[src/csd_seq_pkg.sv]
// Shared definitions for the measurement sequencer.
// The sequencer walks through idle, internal clear, measure reset and work,
// and a free-running scan counter produces the digital pulse.
package csd_seq_pkg;

    // Measurement sequencer states.
    // The encoding is binary, and the outputs are decoded from it.
    typedef enum logic [1:0]
    {
        // Waiting for sync enable.
        SEQ_IDLE       = 2'd0,
        // One cycle that clears the prescaler and the PRS.
        SEQ_CLEAR      = 2'd1,
        // Holds the measurement reset until measure enable arrives.
        SEQ_MEAS_RESET = 2'd2,
        // Channels may start while sync enable stays high.
        SEQ_WORK       = 2'd3
    } seq_state_e;

    // Width of the scan-rate counter.
    // It is wider than the period needs, which leaves room to slow the scan.
    localparam int SCAN_WIDTH = 7;

    // Reload value of the scan counter.
    // With a reload of 31 the counter passes 0 once every 32 cycles.
    localparam logic [SCAN_WIDTH-1:0] SCAN_PERIOD = 7'd31;

endpackage

[src/csd_prs_pkg.sv]
// Shared definitions for precharge clock generation.
// This covers the prescaler, the sliced PRS register and the source select.
package csd_prs_pkg;

    // Bits held by one PRS slice.
    localparam int SLICE_WIDTH = 8;

    // Number of slices chained to form the full register.
    localparam int PRS_SLICES = 2;

    // Full width of the PRS register.
    localparam int PRS_WIDTH = SLICE_WIDTH * PRS_SLICES;

    // Feedback taps of the Galois register.
    // The value is XORed in after the shift whenever the msb is one.
    localparam logic [PRS_WIDTH-1:0] PRS_POLY = 16'h002D;

    // The register restarts from all ones.
    // An all-zero value would lock the sequence, so the seed must be nonzero.
    localparam logic [PRS_WIDTH-1:0] PRS_SEED = {PRS_WIDTH{1'b1}};

    // Width of the prescaler count, its period and its compare value.
    localparam int PRESCALE_WIDTH = 8;

    // Selects what drives the precharge clock.
    typedef enum logic
    {
        // The prescaled compare level, a fixed-frequency clock.
        PCLK_PRESCALER = 1'b0,
        // The msb of the PRS register, a spread-spectrum bitstream.
        PCLK_PRS       = 1'b1
    } pclk_source_e;

endpackage

[src/csd_sequencer.sv]
`timescale 1ns/100ps

// Measurement sequencer and scan-rate counter.
// The control levels move the FSM, and the state decodes drive the
// internal clear, the measurement reset and the two channel starts.
module csd_sequencer
(
    input  logic op_clock,
    input  logic inter_reset,
    input  logic sync_en,
    input  logic meas_en,
    input  logic ch0_en,
    input  logic ch1_en,
    output logic seq_clear,
    output logic mesrst,
    output logic start0,
    output logic start1,
    output logic dpulse
);

    csd_seq_pkg::seq_state_e state;
    logic [csd_seq_pkg::SCAN_WIDTH-1:0] scan_count;

    // Each state waits for its own level input.
    // Only the clear state lasts a fixed single cycle.
    always_ff @(posedge op_clock or posedge inter_reset)
    begin
        if (inter_reset)
        begin
            state <= csd_seq_pkg::SEQ_IDLE;
        end
        else
        begin
            case (state)
                csd_seq_pkg::SEQ_IDLE:
                begin
                    if (sync_en)
                    begin
                        state <= csd_seq_pkg::SEQ_CLEAR;
                    end
                end
                csd_seq_pkg::SEQ_CLEAR:
                begin
                    state <= csd_seq_pkg::SEQ_MEAS_RESET;
                end
                csd_seq_pkg::SEQ_MEAS_RESET:
                begin
                    if (meas_en)
                    begin
                        state <= csd_seq_pkg::SEQ_WORK;
                    end
                end
                default:
                begin
                    // Work ends as soon as sync enable drops.
                    if (!sync_en)
                    begin
                        state <= csd_seq_pkg::SEQ_IDLE;
                    end
                end
            endcase
        end
    end

    // The scan counter runs freely and is realigned by the internal clear.
    // Its reset value is the period, so dpulse stays low out of reset.
    always_ff @(posedge op_clock or posedge inter_reset)
    begin
        if (inter_reset)
        begin
            scan_count <= csd_seq_pkg::SCAN_PERIOD;
        end
        else if (seq_clear || (scan_count == '0))
        begin
            scan_count <= csd_seq_pkg::SCAN_PERIOD;
        end
        else
        begin
            scan_count <= scan_count - 1'b1;
        end
    end

    // The digital pulse marks the terminal count.
    assign dpulse = (scan_count == '0);

    // State decodes.
    assign seq_clear = (state == csd_seq_pkg::SEQ_CLEAR);
    assign mesrst    = (state == csd_seq_pkg::SEQ_MEAS_RESET);
    assign start0    = (state == csd_seq_pkg::SEQ_WORK) && ch0_en;
    assign start1    = (state == csd_seq_pkg::SEQ_WORK) && ch1_en;

    // A channel must never start while the measurement reset is held.
    assert property (@(posedge op_clock) disable iff (inter_reset)
                     !(mesrst && start0))
        else $error("mesrst and start0 are high together");

endmodule

[src/csd_prescaler.sv]
`timescale 1ns/100ps

// Reload-and-decrement prescaler.
// The compare level forms the prescaled precharge clock, and an edge
// detector on that level steps the PRS register once per period.
module csd_prescaler
(
    input  logic                                  op_clock,
    input  logic                                  inter_reset,
    input  logic                                  seq_clear,
    input  logic [csd_prs_pkg::PRESCALE_WIDTH-1:0] prescale_period,
    input  logic [csd_prs_pkg::PRESCALE_WIDTH-1:0] prescale_compare,
    output logic                                  pre_level,
    output logic                                  prs_step
);

    logic [csd_prs_pkg::PRESCALE_WIDTH-1:0] count;
    logic                                   pre_level_dly;

    // The count runs from the period down to 0 and then reloads.
    // The level is high while the count sits at or below the compare value,
    // so the duty cycle follows the compare-to-period ratio.
    always_ff @(posedge op_clock or posedge inter_reset)
    begin
        if (inter_reset)
        begin
            count         <= '0;
            pre_level     <= 1'b0;
            pre_level_dly <= 1'b0;
        end
        else if (seq_clear)
        begin
            count         <= prescale_period;
            pre_level     <= 1'b0;
            pre_level_dly <= 1'b0;
        end
        else
        begin
            if (count == '0)
            begin
                count <= prescale_period;
            end
            else
            begin
                count <= count - 1'b1;
            end
            pre_level     <= (count <= prescale_compare);
            pre_level_dly <= pre_level;
        end
    end

    // Rising edge of the level, registered once more.
    // The strobe lands one cycle after the level goes high.
    always_ff @(posedge op_clock or posedge inter_reset)
    begin
        if (inter_reset)
        begin
            prs_step <= 1'b0;
        end
        else
        begin
            prs_step <= pre_level && !pre_level_dly;
        end
    end

    // One PRS advance per rising edge, so the strobe cannot repeat.
    assert property (@(posedge op_clock) disable iff (inter_reset)
                     prs_step |=> !prs_step)
        else $error("prs_step high on two consecutive cycles");

endmodule

[src/prs_slice.sv]
`timescale 1ns/100ps

// One slice of the Galois PRS register.
// Slices shift into each other through shift_in and msb, and all of them
// share the msb of the last slice as feedback.
module prs_slice
#(
    parameter int slice_index = 0
)
(
    input  logic op_clock,
    input  logic inter_reset,
    input  logic seq_clear,
    input  logic prs_step,
    input  logic shift_in,
    input  logic feedback,
    output logic msb
);

    logic [csd_prs_pkg::SLICE_WIDTH-1:0] value;
    logic [csd_prs_pkg::SLICE_WIDTH-1:0] poly_part;
    logic [csd_prs_pkg::SLICE_WIDTH-1:0] seed_part;

    // This slice's share of the taps and the seed.
    assign poly_part =
        csd_prs_pkg::PRS_POLY[slice_index*csd_prs_pkg::SLICE_WIDTH +: csd_prs_pkg::SLICE_WIDTH];
    assign seed_part =
        csd_prs_pkg::PRS_SEED[slice_index*csd_prs_pkg::SLICE_WIDTH +: csd_prs_pkg::SLICE_WIDTH];

    // Shift left on each step and fold in the taps when the feedback is set.
    // The clear reseeds the slice so every measurement sees the same sequence.
    always_ff @(posedge op_clock or posedge inter_reset)
    begin
        if (inter_reset)
        begin
            value <= seed_part;
        end
        else if (seq_clear)
        begin
            value <= seed_part;
        end
        else if (prs_step)
        begin
            value <= {value[csd_prs_pkg::SLICE_WIDTH-2:0], shift_in}
                     ^ (feedback ? poly_part : '0);
        end
    end

    assign msb = value[csd_prs_pkg::SLICE_WIDTH-1];

endmodule

[src/precharge_select.sv]
`timescale 1ns/100ps

// Precharge output stage.
// The chosen source is registered so that switching the select does not
// glitch the precharge or shield pins.
module precharge_select
(
    input  logic                      op_clock,
    input  logic                      inter_reset,
    input  csd_prs_pkg::pclk_source_e pclk_source,
    input  logic                      pre_level,
    input  logic                      bitstream,
    output logic                      ppulse,
    output logic                      shield
);

    logic pclk_next;

    // Fixed clock or spread-spectrum bitstream.
    assign pclk_next = (pclk_source == csd_prs_pkg::PCLK_PRS) ? bitstream : pre_level;

    // The shield follows the precharge with source polarity.
    // Both come from the same flop input, so they switch on the same edge.
    always_ff @(posedge op_clock or posedge inter_reset)
    begin
        if (inter_reset)
        begin
            ppulse <= 1'b0;
            shield <= 1'b0;
        end
        else
        begin
            ppulse <= pclk_next;
            shield <= pclk_next;
        end
    end

    // The shield must track the electrode drive on every cycle.
    assert property (@(posedge op_clock) disable iff (inter_reset) shield == ppulse)
        else $error("shield differs from ppulse");

endmodule

[src/csd_clock_gen.sv]
`timescale 1ns/100ps

// Clock generator of the capacitive-sensing front end.
// The sequencer drives the measurement control, the prescaler paces the PRS
// slices, and the output stage drives the precharge and shield pins.
module csd_clock_gen
(
    input  logic                                  op_clock,
    input  logic                                  inter_reset,
    input  logic                                  sync_en,
    input  logic                                  meas_en,
    input  logic                                  ch0_en,
    input  logic                                  ch1_en,
    input  csd_prs_pkg::pclk_source_e              pclk_source,
    input  logic [csd_prs_pkg::PRESCALE_WIDTH-1:0] prescale_period,
    input  logic [csd_prs_pkg::PRESCALE_WIDTH-1:0] prescale_compare,
    output logic                                  dpulse,
    output logic                                  ppulse,
    output logic                                  start0,
    output logic                                  start1,
    output logic                                  mesrst,
    output logic                                  shield
);

    logic seq_clear;
    logic pre_level;
    logic prs_step;

    // Shift chain through the slices.
    // Entry k feeds slice k, and slice k drives entry k+1.
    // The last entry is the msb of the whole register.
    logic [csd_prs_pkg::PRS_SLICES:0] prs_chain;

    csd_sequencer i_csd_sequencer
    (
        .op_clock    (op_clock),
        .inter_reset (inter_reset),
        .sync_en     (sync_en),
        .meas_en     (meas_en),
        .ch0_en      (ch0_en),
        .ch1_en      (ch1_en),
        .seq_clear   (seq_clear),
        .mesrst      (mesrst),
        .start0      (start0),
        .start1      (start1),
        .dpulse      (dpulse)
    );

    csd_prescaler i_csd_prescaler
    (
        .op_clock         (op_clock),
        .inter_reset      (inter_reset),
        .seq_clear        (seq_clear),
        .prescale_period  (prescale_period),
        .prescale_compare (prescale_compare),
        .pre_level        (pre_level),
        .prs_step         (prs_step)
    );

    // A zero shifts into the bottom of the register.
    assign prs_chain[0] = 1'b0;

    // The msb of the top slice feeds back into every slice.
    for (genvar k = 0; k < csd_prs_pkg::PRS_SLICES; k++)
    begin : g_slice
        prs_slice #(.slice_index(k)) i_prs_slice
        (
            .op_clock    (op_clock),
            .inter_reset (inter_reset),
            .seq_clear   (seq_clear),
            .prs_step    (prs_step),
            .shift_in    (prs_chain[k]),
            .feedback    (prs_chain[csd_prs_pkg::PRS_SLICES]),
            .msb         (prs_chain[k+1])
        );
    end

    precharge_select i_precharge_select
    (
        .op_clock    (op_clock),
        .inter_reset (inter_reset),
        .pclk_source (pclk_source),
        .pre_level   (pre_level),
        .bitstream   (prs_chain[csd_prs_pkg::PRS_SLICES]),
        .ppulse      (ppulse),
        .shield      (shield)
    );

endmodule

[config.mk]
export PLATFORM = sky130hd
export DESIGN_NAME = csd_clock_gen
export DESIGN_NICKNAME = d
export VERILOG_FILES = /design/src/csd_seq_pkg.sv /design/src/csd_prs_pkg.sv /design/src/csd_sequencer.sv /design/src/csd_prescaler.sv /design/src/prs_slice.sv /design/src/precharge_select.sv /design/src/csd_clock_gen.sv
export SDC_FILE = /design/constraint.sdc
export NUM_CORES = 1
export LEC_CHECK = 0
export ABC_AREA = 0
export BUFFER_PORTS_ARGS = -buffer_cell sky130_fd_sc_hd__buf_2
export CAP_MARGIN = 15
export CORE_MARGIN = 3
export CORE_UTILIZATION = 49
export CTS_CLUSTER_DIAMETER = 60
export DETAILED_ROUTE_END_ITERATION = 10
export PLACE_DENSITY = 0.7
export SLEW_MARGIN = 10
export SYNTH_ARGS = -nofsm -noshare
export SYNTH_HDL_FRONTEND = slang
export SYNTH_SLANG_ARGS = --single-unit
[constraint.sdc]
create_clock -name op_clock -period 1.85 [get_ports op_clock]
set_clock_uncertainty 0.1 [all_clocks]
set_input_delay 0.0925 -clock op_clock [delete_from_list [all_inputs] [get_ports op_clock]]
set_output_delay 0.0925 -clock op_clock [all_outputs]
set_load 0.02 [all_outputs]
---- Word-level counts from Yosys, hierarchy flattened ----
Index checks and enable logic that the tools add are counted.
word-level totals
  bits of input ports ..................... 23
  flip-flop bits (word level) ............. 37
  word-level logic and storage cells ...... 44
  output and inout bits ................... 6
cells by class
  add/subtract/negate cells ............... 2
  multiplexer cells ....................... 15
  bitwise operators ....................... 1
  reduce and logical (&&, ||, !) cells .... 10
  eq/ne operators ......................... 6
  order comparisons ....................... 1
operators with widths
  kind                   count
  $mux W8                6
  $le A8 B8 Y1           1
  $logic_not A8 Y1       1
  $sub A8 B1 Y8 const B  1
  $xor A8 B8 Y8          1
  $logic_not A7 Y1       1
  $mux W7                1
  $sub A7 B1 Y7 const B  1
  $mux W2                3
  $mux W6                1
  $pmux W2 S3            1
  $eq A2 B2 Y1 const B   2
  $ne A2 B2 Y1 const B   2
  $ne A4 B1 Y1 const B   1
  $logic_and A1 B1 Y1    3
  $mux W1                3
  $reduce_and A3 Y1      1
  $eq A2 B1 Y1 const B   1
  $logic_not A2 Y1       1
  $reduce_bool A2 Y1     1
  $logic_not A1 Y1       1
  $logic_or A1 B1 Y1     1

---- Depth between registers and ports, before layout ----
Gate-level depths: netlist (run 1).
  depth in word-level cells ............... 4
  depth in mapped cells ................... 6
  mapped depth without buffers ............ 6

---- Modules after synthesis ----
A second synthesis (run 1) with hierarchy kept.
second synthesis, totals
  cells, all modules ...................... 198
  area total of the unflattened synthesis .. 2105.8 um^2
modules (own cells, without submodules)
  module                               area each (um^2)  instances  cells an instance
  csd_prescaler                        762.0             1          80
  csd_sequencer                        545.5             1          53
  prs_slice at g_slice[0].i_prs_slice  386.6             1          33
  prs_slice at g_slice[1].i_prs_slice  356.6             1          27
  precharge_select                     51.3              1          4
  csd_clock_gen                        3.8               1          1

---- Least setup slack after synthesis (run 1) ----
OpenSTA, ideal clock, no wires.
  path kind ............................... register -> register
  start point ............................. reg i_csd_prescaler.count[5] (netlist bit)
  end point ............................... reg i_csd_prescaler.pre_level
  library setup time ...................... 94 ps
  clock period less this slack ............ 1510 ps
  cell stages (with the launch flop) ...... 6
  required time ........................... 1656 ps
  arrival time ............................ 1316 ps
  setup slack ............................. 340 ps
  path through ............................ dfrtp_1 -> ha_1 -> nand4_1 -> nor3_1 -> nor2_1 -> a211oi_1
on the way
  cells in the longest elaborated chain, start to end .. 2
ends and longest elaborated chain
  what                    line                 RTL
  from (decl)             csd_prescaler.sv:17  logic [csd_prs_pkg::PRESCALE_WIDTH-1:0] count;
  from (signal assigned)  csd_prescaler.sv:33  count <= prescale_period;
  from (signal assigned)  csd_prescaler.sv:41  count <= prescale_period;
  from (signal assigned)  csd_prescaler.sv:45  count <= count - 1'b1;
  $le A8 B8 Y1            csd_prescaler.sv:47  pre_level <= (count <= prescale_compare);
  $mux W1                 csd_prescaler.sv:31  else if (seq_clear)
  to (signal assigned)    csd_prescaler.sv:47
  to (decl)               csd_prescaler.sv:13  output logic pre_level,
No other way between the ends.
A chain may end at the register's enable or synchronous reset.

---- Worst setup path after layout (run 1) ----
Same ends and word-level chain as after synthesis.

==> impl_metrics.ini, run 1 <==
[floorplanning]
start_util = 0.533
die_x_microns = 70.5
floorplan.rows = 22
io_pins = 29
die_h_microns = 70.5
core_area_sq_um = 3830
dieArea_sq_um = 4980

[worst_setup_path]
cp.required_ns = 1.94
crit_arrival_ns = 1.79
cp_max_fo = 4
r2r_cells = 5
crit_start = i_csd_prescaler.count[5]
worstSetupPathType = register to register
r2r-end = i_csd_prescaler.pre_level
crit_path_start_kind = register
r2r_setup_slack_ns = 0.15
end_kind = register
crit-reg2reg-launch = i_csd_prescaler.count[5]

[placed_design]
gp_congestion = 0.776
io_buffer_count = 28
dp_slack_ns = 0.199
dp_hpwl_microns = 2650

[drt]
drc = 0
first_iter_violations = 115
wirelength_microns = 3630
firstDrtPassIters = 4
vias = 1436
ant_nets = 0
routedWlPerCell_microns = 12.9
vias_per_cell = 5.11

[global_route]
grt_pass1_vias = 1543
grt-ovfl-total = 0
antenna_found_initial = 0
grt_max_degree = 38
grt_pass1_wl_microns = 6570
grt.total_usage = 0.161

[power]
internal_power_mw = 2.49
p_per_area_nw_per_um2 = 1660
ir_drop_mv = 0.976
swShare = 0.374
combPwrFrac = 0.430
p_clk_frac = 0.134
p_sw_mw = 1.49
p_leak_nw = 1.13
seqPwrFrac = 0.436

[finish]
n_antenna_cell = 0
area_delta_synth_final_pct = 17.7
multiInputGateArea_sq_um = 978
fillers = 312
final_cell_mix = buf_2 (28), dfstp_2 (21), inv_1 (18), ha_1 (16), dfrtp_1 (16)
fin_nets = 271
layout_commonest_cell = buf_2
regArea_sq_um = 952
drive_gt1_frac = 0.330

[synth]
synth_cell_type_count = 39
synth.area.mux_share = 0.0227
synth_nets = 231
synth_top_cell_by_area = dfstp_2
synth_area_sq_um = 2040
synth_top_area_frac = 0.270
synth_compound_area_frac = 0.135
synthAdderAreaFrac = 0.0981
synth-seq-cells = 37
synth_xor_area_frac = 0.0558
synth_top_family_by_area = simple AND/OR/NAND/NOR gates
synth_warnings = 0
syn_inst = 192
synth-simple-area-share = 0.168
ys_seq_area_frac = 0.467
synth.area.top_cells = dfstp_2 (27%), dfrtp_1 (20%), ha_1 (9.8%)
syn_avg_cell_area_sq_um = 10.6

[sta]
fin_tns_setup_ns = 0
drv_slew = 0
setup_viol = 0
tightest_slew_ns = 0.858
max_freq_mhz = 587
fin_ws_ns = 0.147
max_slew_margin = 0.428
hold_viol = 0
timing.final.crit_share = 0.920
layout_min_cycle_time_ns = 1.70
rsz0062_at_grt = false

[clocking]
cts_buffers = 5
clkLatencyLatePin_ns = 0.28
cts_resized = 0
cts_tree = built
htreeDepth = 2
cts_hold_buf = 9
cts-root-buf = clkbuf_8
clock_path_buffers = 2
path_clk_slew_ns = 0.07
clock-sinks = 37
post-cts-setup-buffers = 0

[flow_run]
drv_cap = 0

[worst_hold_path]
holdPathEnd = i_csd_prescaler.count[2]
hold_start = prescale_period[2]
worst_hold_path_type = primary input to register
min_path_cells = 3

[status]
status = complete, no violations
-- critical path: stages (launching register included) --
cell and delay (ns):
dfrtp_1 0.44, ha_1 0.33, nand4_1 0.13, nor3_1 0.31, nor2_1 0.08, a211oi_1 0.23
-- per-layer routing --
| metal | part of all wire | GRT usage | routed length, microns |
|---|---|---|---|
| met1 | 0.43 | 0.193 | 1560 |
| met2 | 0.54 | 0.287 | 1960 |
| met3 | 0.025 | 0.0327 | 89 |
| met4 | 0.0074 | 0.0564 | 27 |
| met5 | 0 | 0 | 0 |
-- final cells by class --
cell class / count / share of cell area
Multi-Input combinational cell: 129 / 0.408
Sequential cell: 37 / 0.397
Timing Repair Buffer: 41 / 0.108
Clock buffer: 6 / 0.0302
Inverter: 18 / 0.0281
Tap cell: 48 / 0.0250
Clock inverter: 2 / 0.00417
-- Yosys cell counts --
| cell type | count |
|---|---|
| a21o_1 | 1 |
| buf_4 | 1 |
| a21oi_2 | 5 |
| and2_1 | 2 |
| a31oi_4 | 1 |
| a211oi_1 | 1 |
| buf_2 | 1 |
| nand2_1 | 12 |
| dfrtp_1 | 16 |
| dfstp_2 | 21 |
| and3b_1 | 1 |
| xor2_1 | 4 |
| a21oi_1 | 7 |
| nand3_1 | 1 |
| clkbuf_1 | 4 |
| inv_1 | 18 |
| o21bai_1 | 1 |
| a211o_1 | 13 |
| a22o_1 | 1 |
| mux2_2 | 1 |
| mux2_4 | 1 |
| buf_6 | 1 |
| nand2b_1 | 3 |
| buf_1 | 1 |
| nor3_1 | 5 |
| nor4b_1 | 1 |
| a31oi_2 | 1 |
| nor4_1 | 2 |
| ha_1 | 16 |
| nor2_2 | 4 |
| or2_2 | 3 |
| o21ai_0 | 2 |
| nand4_1 | 1 |
| xnor2_1 | 9 |
| a22oi_1 | 1 |
| nor4_4 | 1 |
| mux2i_1 | 2 |
| nor2_1 | 11 |
| nor2b_1 | 15 |
-- power groups by stage --
stage	clock [mW]	sequential (mW)	combinational [mW]
after floorplan	0	1.61	1.47
after global placement	0	1.73	1.62
after detailed placement	0	1.75	1.72
after CTS	0.547	1.74	1.75
after global routing	0.587	1.82	1.94
final	0.534	1.74	1.71
-- registers in the layout, indices dropped and copies added, names as in the netlist --
register                       cells
i_csd_prescaler.count              8
i_csd_sequencer.state              2
i_csd_prescaler.pre_level          1
g_slice.i_prs_slice.value         16
i_csd_sequencer.scan_count         7
i_csd_prescaler.prs_step           1
i_csd_prescaler.pre_level_dly      1
i_precharge_select.ppulse          1
-- worst max-delay path by stage --
stage	to	depth (start not counted)
6_report	i_csd_prescaler.pre_level	5
5_1_grt	dpulse	3
4_1_cts	dpulse	3
3_5_place_dp	i_csd_prescaler.pre_level	5
3_3_place_gp	i_csd_prescaler.count[6]	5
2_1_floorplan	i_csd_prescaler.pre_level	5
-- kinds of logic (layout without fill, tap and decap cells) --
logic type               after synthesis  after routing
buffers and inverters                 26             67
AO/OA/AOI/OAI                         34             34
multiplexers                           4              4
flip-flops                            37             37
adder cells (fa/ha/maj)               16             16
XOR/XNOR                              13             13
AND/OR/NAND/NOR                       62             62
-- per-stage QoR --
stage / power, mW / util / cells / area, sq um / hold WS, ns
after floorplan: 3.08 / - / 192 / 2040 / 0.120
after global placement: 3.35 / 0.582 / 264 / 2230 / 0.111
after detailed placement: 3.47 / 0.582 / 264 / 2230 / 0.120
after CTS: 4.04 / 0.628 / 281 / 2400 / 0.00255
after global routing: 4.34 / 0.628 / 281 / 2400 / 0.0151
final: 3.99 / 0.628 / 281 / 2400 / 0.00453
Power figures use the tool's default switching activity.
==> inputs of run 2 (changes only) <==
--- a/config.mk
+++ b/config.mk
@@ -13,6 +13,7 @@
 export CTS_CLUSTER_DIAMETER = 60
 export DETAILED_ROUTE_END_ITERATION = 10
 export PLACE_DENSITY = 0.7
+export RECOVER_POWER = 25
 export SLEW_MARGIN = 10
 export SYNTH_ARGS = -nofsm -noshare
 export SYNTH_HDL_FRONTEND = slang
==> run 2 against run 1 <==
Combinational power barely moved; routed wire length about the same; via count barely moved; utilization is 0.065 points lower; first-iteration DRC count did not move; critical path type unchanged; largest cell class unchanged.
==> impl_metrics.ini, run 2 (same netlist as run 1, synthesis figures left out) <==
[power]
seqPwrFrac = 0.436
power_mw = 3.99
p_sw_mw = 1.49
combPwrFrac = 0.430
p_per_area_nw_per_um2 = 1660
p_leak_nw = 1.13
p_clk_frac = 0.134
swShare = 0.374
internal_power_mw = 2.49
ir_drop_mv = 0.976

[drt]
vias = 1437
first_iter_violations = 115
firstDrtPassIters = 4
ant_nets = 0
drc = 0
route.met2.wl_microns = 1960
drt-met1-wl_microns = 1560
met3_length_microns = 89
routedWlPerCell_microns = 12.9
wirelength_microns = 3630
dr.max_layer_used = met4
vias_per_cell = 5.11

[global_route]
grt_pass1_vias = 1543
grt_pass1_wl_microns = 6570
grt.total_usage = 0.161
grt-ovfl-total = 0
antenna_found_initial = 0
grt_max_degree = 38

[clocking]
path_clk_slew_ns = 0.07
cts_hold_buf = 9
post-cts-setup-buffers = 0
cts-root-buf = clkbuf_8
clkLatencyLatePin_ns = 0.28
cts_buffers = 5
cts_tree = built
htreeDepth = 2
clock_path_buffers = 2
cts_resized = 0
clock-sinks = 37

[finish]
fin_nets = 271
layout_commonest_cell = buf_2
reg_top3 = g_slice.i_prs_slice.value x16, i_csd_prescaler.count x8, i_csd_sequencer.scan_count x7
area_delta_synth_final_pct = 17.5
final_cell_mix = buf_2 (28), dfstp_2 (21), inv_1 (18), ha_1 (16), dfrtp_1 (16)
final_area_sq_um = 2400
largest_reg_flops = 16
n_antenna_cell = 0
drive_gt1_frac = 0.330
top_register = g_slice.i_prs_slice.value

[worst_hold_path]
worst_hold_path_type = primary input to register

[worst_setup_path]
cp_max_fo = 4
end_kind = register
cp.required_ns = 1.94
crit_path_start_kind = register
r2r_setup_slack_ns = 0.15
crit_arrival_ns = 1.79
max_stage_delay_ns = 0.44
path_cells = ha_1 > nand4_1 > nor3_1 > nor2_1 > a211oi_1
slowest_stage = dfrtp_1
worstSetupPathType = register to register

[floorplanning]
die_h_microns = 70.5
start_util = 0.533
die_x_microns = 70.5
core_area_sq_um = 3830
floorplan.rows = 22
io_pins = 29
dieArea_sq_um = 4980

[sta]
rsz0062_at_grt = false
drv_slew = 0
whs_ns = 0.00451
timing.final.crit_share = 0.920
max_freq_mhz = 587
tightest_slew_ns = 0.863
fin_tns_setup_ns = 0
hold_viol = 0
layout_min_cycle_time_ns = 1.70
setup_viol = 0
max_slew_margin = 0.425

[placed_design]
gp_congestion = 0.776
io_buffer_count = 28
placed_cell_area_sq_um = 2230
dp_hpwl_microns = 2650

[status]
status = complete, no violations

[flow_run]
drv_cap = 0
run 2: worst max-delay path, delay by kind of cell (launching register included):
family / cells / cell delay, ns
compound gates: 1 / 0.23
simple gates: 3 / 0.52
flops: 1 / 0.44
fa+ha+maj: 1 / 0.33
run 2: layer usage:
layer  GRT usage  vias up
li1            -      718
met1       0.193      700
met2       0.287       15
met3      0.0327        4
met4      0.0564        0
met5           0        -
run 2: final timing paths:
check,depth (start not counted),end,from
max,5,i_csd_prescaler.pre_level,i_csd_prescaler.count[5]
min,3,i_csd_prescaler.count[2],prescale_period[2]
max in group asynchronous,4,i_csd_sequencer.state[0],inter_reset
min reg2reg,1,i_csd_prescaler.prs_step,i_csd_prescaler.pre_level_dly
max reg2reg,5,i_csd_prescaler.pre_level,i_csd_prescaler.count[5]
min in group asynchronous,4,i_csd_prescaler.count[1],inter_reset
run 2: power by group through the flow:
stage	sequential [mW]	clock, mW	combinational, mW
global route	1.82	0.587	1.94
floorplan	1.61	0	1.47
CTS	1.74	0.547	1.75
global placement	1.73	0	1.62
detailed placement	1.75	0	1.72
finish	1.74	0.534	1.71
run 2: stage by stage:
step	util	setup WS [ns]	std cells
3_3_place_gp	0.582	0.250	264
6_report	0.627	0.147	281
3_5_place_dp	0.582	0.199	264
2_1_floorplan	-	0.340	192
5_1_grt	0.627	0.0279	281
4_1_cts	0.628	0.150	281
run 2: layout make-up:
| class | instances | area (sq um) |
|---|---|---|
| Fill cell | 313 | 1430 |
| Multi-Input combinational cell | 129 | 978 |
| Sequential cell | 37 | 952 |
| Timing Repair Buffer | 41 | 258 |
| Clock buffer | 6 | 72.6 |
| Inverter | 18 | 67.6 |
| Tap cell | 48 | 60.1 |
| Clock inverter | 2 | 10.0 |
==> inputs of run 3 (changes only) <==
--- a/config.mk
+++ b/config.mk
@@ -6,13 +6,12 @@
 export NUM_CORES = 1
 export LEC_CHECK = 0
 export ABC_AREA = 0
-export BUFFER_PORTS_ARGS = -buffer_cell sky130_fd_sc_hd__buf_2
 export CAP_MARGIN = 15
 export CORE_MARGIN = 3
 export CORE_UTILIZATION = 49
 export CTS_CLUSTER_DIAMETER = 60
 export DETAILED_ROUTE_END_ITERATION = 10
-export PLACE_DENSITY = 0.7
+export DONT_BUFFER_PORTS = 1
 export RECOVER_POWER = 25
 export SLEW_MARGIN = 10
 export SYNTH_ARGS = -nofsm -noshare
==> constraint.sdc (replaced) <==
create_clock -name op_clock -period 1.85 [get_ports op_clock]
set_clock_uncertainty 0.1 [all_clocks]
set_input_delay 0.2775 -clock op_clock [delete_from_list [all_inputs] [get_ports op_clock]]
set_output_delay 0.2775 -clock op_clock [all_outputs]
set_load 0.05 [all_outputs]
==> run 3 against run 2 <==
Sequential power is essentially flat; critical endpoint is now dpulse; count of clock-buffer cells in the layout up 2; final cell count fell by 10%; largest power group is now combinational logic.
==> impl_metrics.ini, run 3 (same netlist as run 1, synthesis figures left out) <==
[placed_design]
dp_hpwl_microns = 2620
gp_congestion = 0.799
io_buffer_count = 0
dp_slack_ns = 0.145
place_inst = 241

[worst_setup_path]
cp.required_ns = 1.47
cp_max_fo = 2
crit_arrival_ns = 1.41
r2r-end = i_csd_prescaler.count[4]
r2r_cells = 5
worstSetupPathType = register to output port
slowest_stage = dfstp_2
crit_path_start_kind = register
end_kind = output port
path_cells = inv_2 > ha_2 > and3b_2 > buf_8
crit-reg2reg-launch = i_csd_prescaler.count[3]
max_stage_delay_ns = 0.55
r2r_setup_slack_ns = 0.17

[status]
status = complete, no violations

[drt]
first_iter_violations = 70
drc = 0
ant_nets = 0
vias = 1340
firstDrtPassIters = 4
vias_per_cell = 5.30
wirelength_microns = 3530
routedWlPerCell_microns = 13.9

[worst_hold_path]
min_path_cells = 2
hold_start = prescale_period[1]
worst_hold_path_type = primary input to register
holdPathEnd = i_csd_prescaler.count[1]

[power]
swShare = 0.379
ir_drop_mv = 0.900
p_clk_frac = 0.156
p_leak_nw = 1.03
p_per_area_nw_per_um2 = 1850
p_sw_mw = 1.60
seqPwrFrac = 0.403
combPwrFrac = 0.441
internal_power_mw = 2.63

[clocking]
cts_tree = built
cts-root-buf = clkbuf_8
htreeDepth = 2
cts_buffers = 5
clock_path_buffers = 2
clock-sinks = 37
clkLatencyLatePin_ns = 0.28
path_clk_slew_ns = 0.07

[finish]
layout_commonest_cell = dfstp_2
drive_gt1_frac = 0.288
final_cell_mix = dfstp_2 (20), inv_1 (17), dfrtp_1 (16), nor2b_1 (15), ha_1 (15)
multiInputGateArea_sq_um = 997
fillers = 314
regArea_sq_um = 952
area_delta_synth_final_pct = 12.3
n_antenna_cell = 0
largest_reg_flops = 16
finalNonFillerCells = 253
top_register = g_slice.i_prs_slice.value
fin_nets = 243
reg_top3 = g_slice.i_prs_slice.value x16, i_csd_prescaler.count x8, i_csd_sequencer.scan_count x7

[floorplanning]
dieArea_sq_um = 4980
die_x_microns = 70.5
io_pins = 29
core_area_sq_um = 3830
floorplan.rows = 22
die_h_microns = 70.5
start_util = 0.533

[flow_run]
drv_cap = 0

[global_route]
antenna_found_initial = 0
grt_pass1_vias = 1358
grt-ovfl-total = 0
grt.total_usage = 0.151
grt_max_degree = 22
grt_pass1_wl_microns = 5950

[sta]
tightest_slew_ns = 0.662
rsz0062_at_grt = false
fin_ws_ns = 0.0598
hold_viol = 0
layout_min_cycle_time_ns = 1.79
drv_slew = 0
setup_viol = 0
fin_tns_setup_ns = 0
max_freq_mhz = 559
timing.final.crit_share = 0.968
max_slew_margin = 0.559
[run 3: cell count changes in the layout (fill, tap and decap cells not counted), sizes merged]
cell,previous run,this run
buf,31,11
clkbuf,7,9
dlygate4sd3,9,1
clkinv,2,0
[run 3: how the worst max path moves through the flow]
stage	startpoint	endpoint	slack, ns	cells past startpoint
global placement	i_csd_prescaler.count[5]	i_csd_prescaler.pre_level	0.24	5
global route	i_csd_sequencer.scan_count[0]	dpulse	0.005	4
detailed placement	i_csd_prescaler.count[3]	i_csd_prescaler.count[3]	0.14	5
floorplan	i_csd_sequencer.scan_count[0]	i_csd_sequencer.scan_count[0]	0.19	5
finish	i_csd_sequencer.scan_count[0]	dpulse	0.06	4
CTS	i_csd_sequencer.scan_count[0]	dpulse	0.009	4
[run 3: through the flow]
step / power, mW / area [sq um] / util / hold WS, ns
floorplan: 3.19 / 2040 / - / 0.278
global placement: 3.44 / 2130 / 0.556 / 0.138
detailed placement: 3.55 / 2130 / 0.556 / 0.122
CTS: 4.25 / 2280 / 0.595 / 0.00661
global route: 4.59 / 2290 / 0.599 / 0.0198
finish: 4.23 / 2290 / 0.599 / 0.0145
[run 3: metal layers]
layer | wire (microns) | global-route usage | share of wire
met4 | 50 | 0.0647 | 0.014
met2 | 1680 | 0.246 | 0.48
met3 | 161 | 0.0412 | 0.046
met1 | 1630 | 0.189 | 0.46
met5 | 0 | 0 | 0
[run 3: critical path: cells and delay by family (launching register included)]
family / cells / cell delay (ns)
DFF: 1 / 0.55
and+or+nand+nor: 1 / 0.23
adders and majority gates: 1 / 0.16
buffers and inverters: 2 / 0.19
[run 3: power by group through the flow]
stage / logic [mW] / registers [mW] / clock network (mW)
floorplan: 1.56 / 1.63 / 0
global placement: 1.75 / 1.69 / 0
detailed placement: 1.83 / 1.71 / 0
CTS: 1.87 / 1.70 / 0.682
global route: 2.11 / 1.76 / 0.723
finish: 1.86 / 1.71 / 0.660
[run 3: repair_timing]
action / in CTS / in global routing
endpoints found under the setup margin: 1 / 1
gates resized for setup: 4 / 3
hold endpoints to repair: 2 / 0
hold buffers: 1 / 0
setup buffers: 2 / 1
pin swaps: 0 / 0
[run 3: area by class of cell]
class                      instances  share of cell area
clock buffer                       8              0.0486
multi-input combinational        129               0.435
sequential                        37               0.415
inverter                          18              0.0295
tap                               48              0.0262
timing repair buffer              13              0.0453
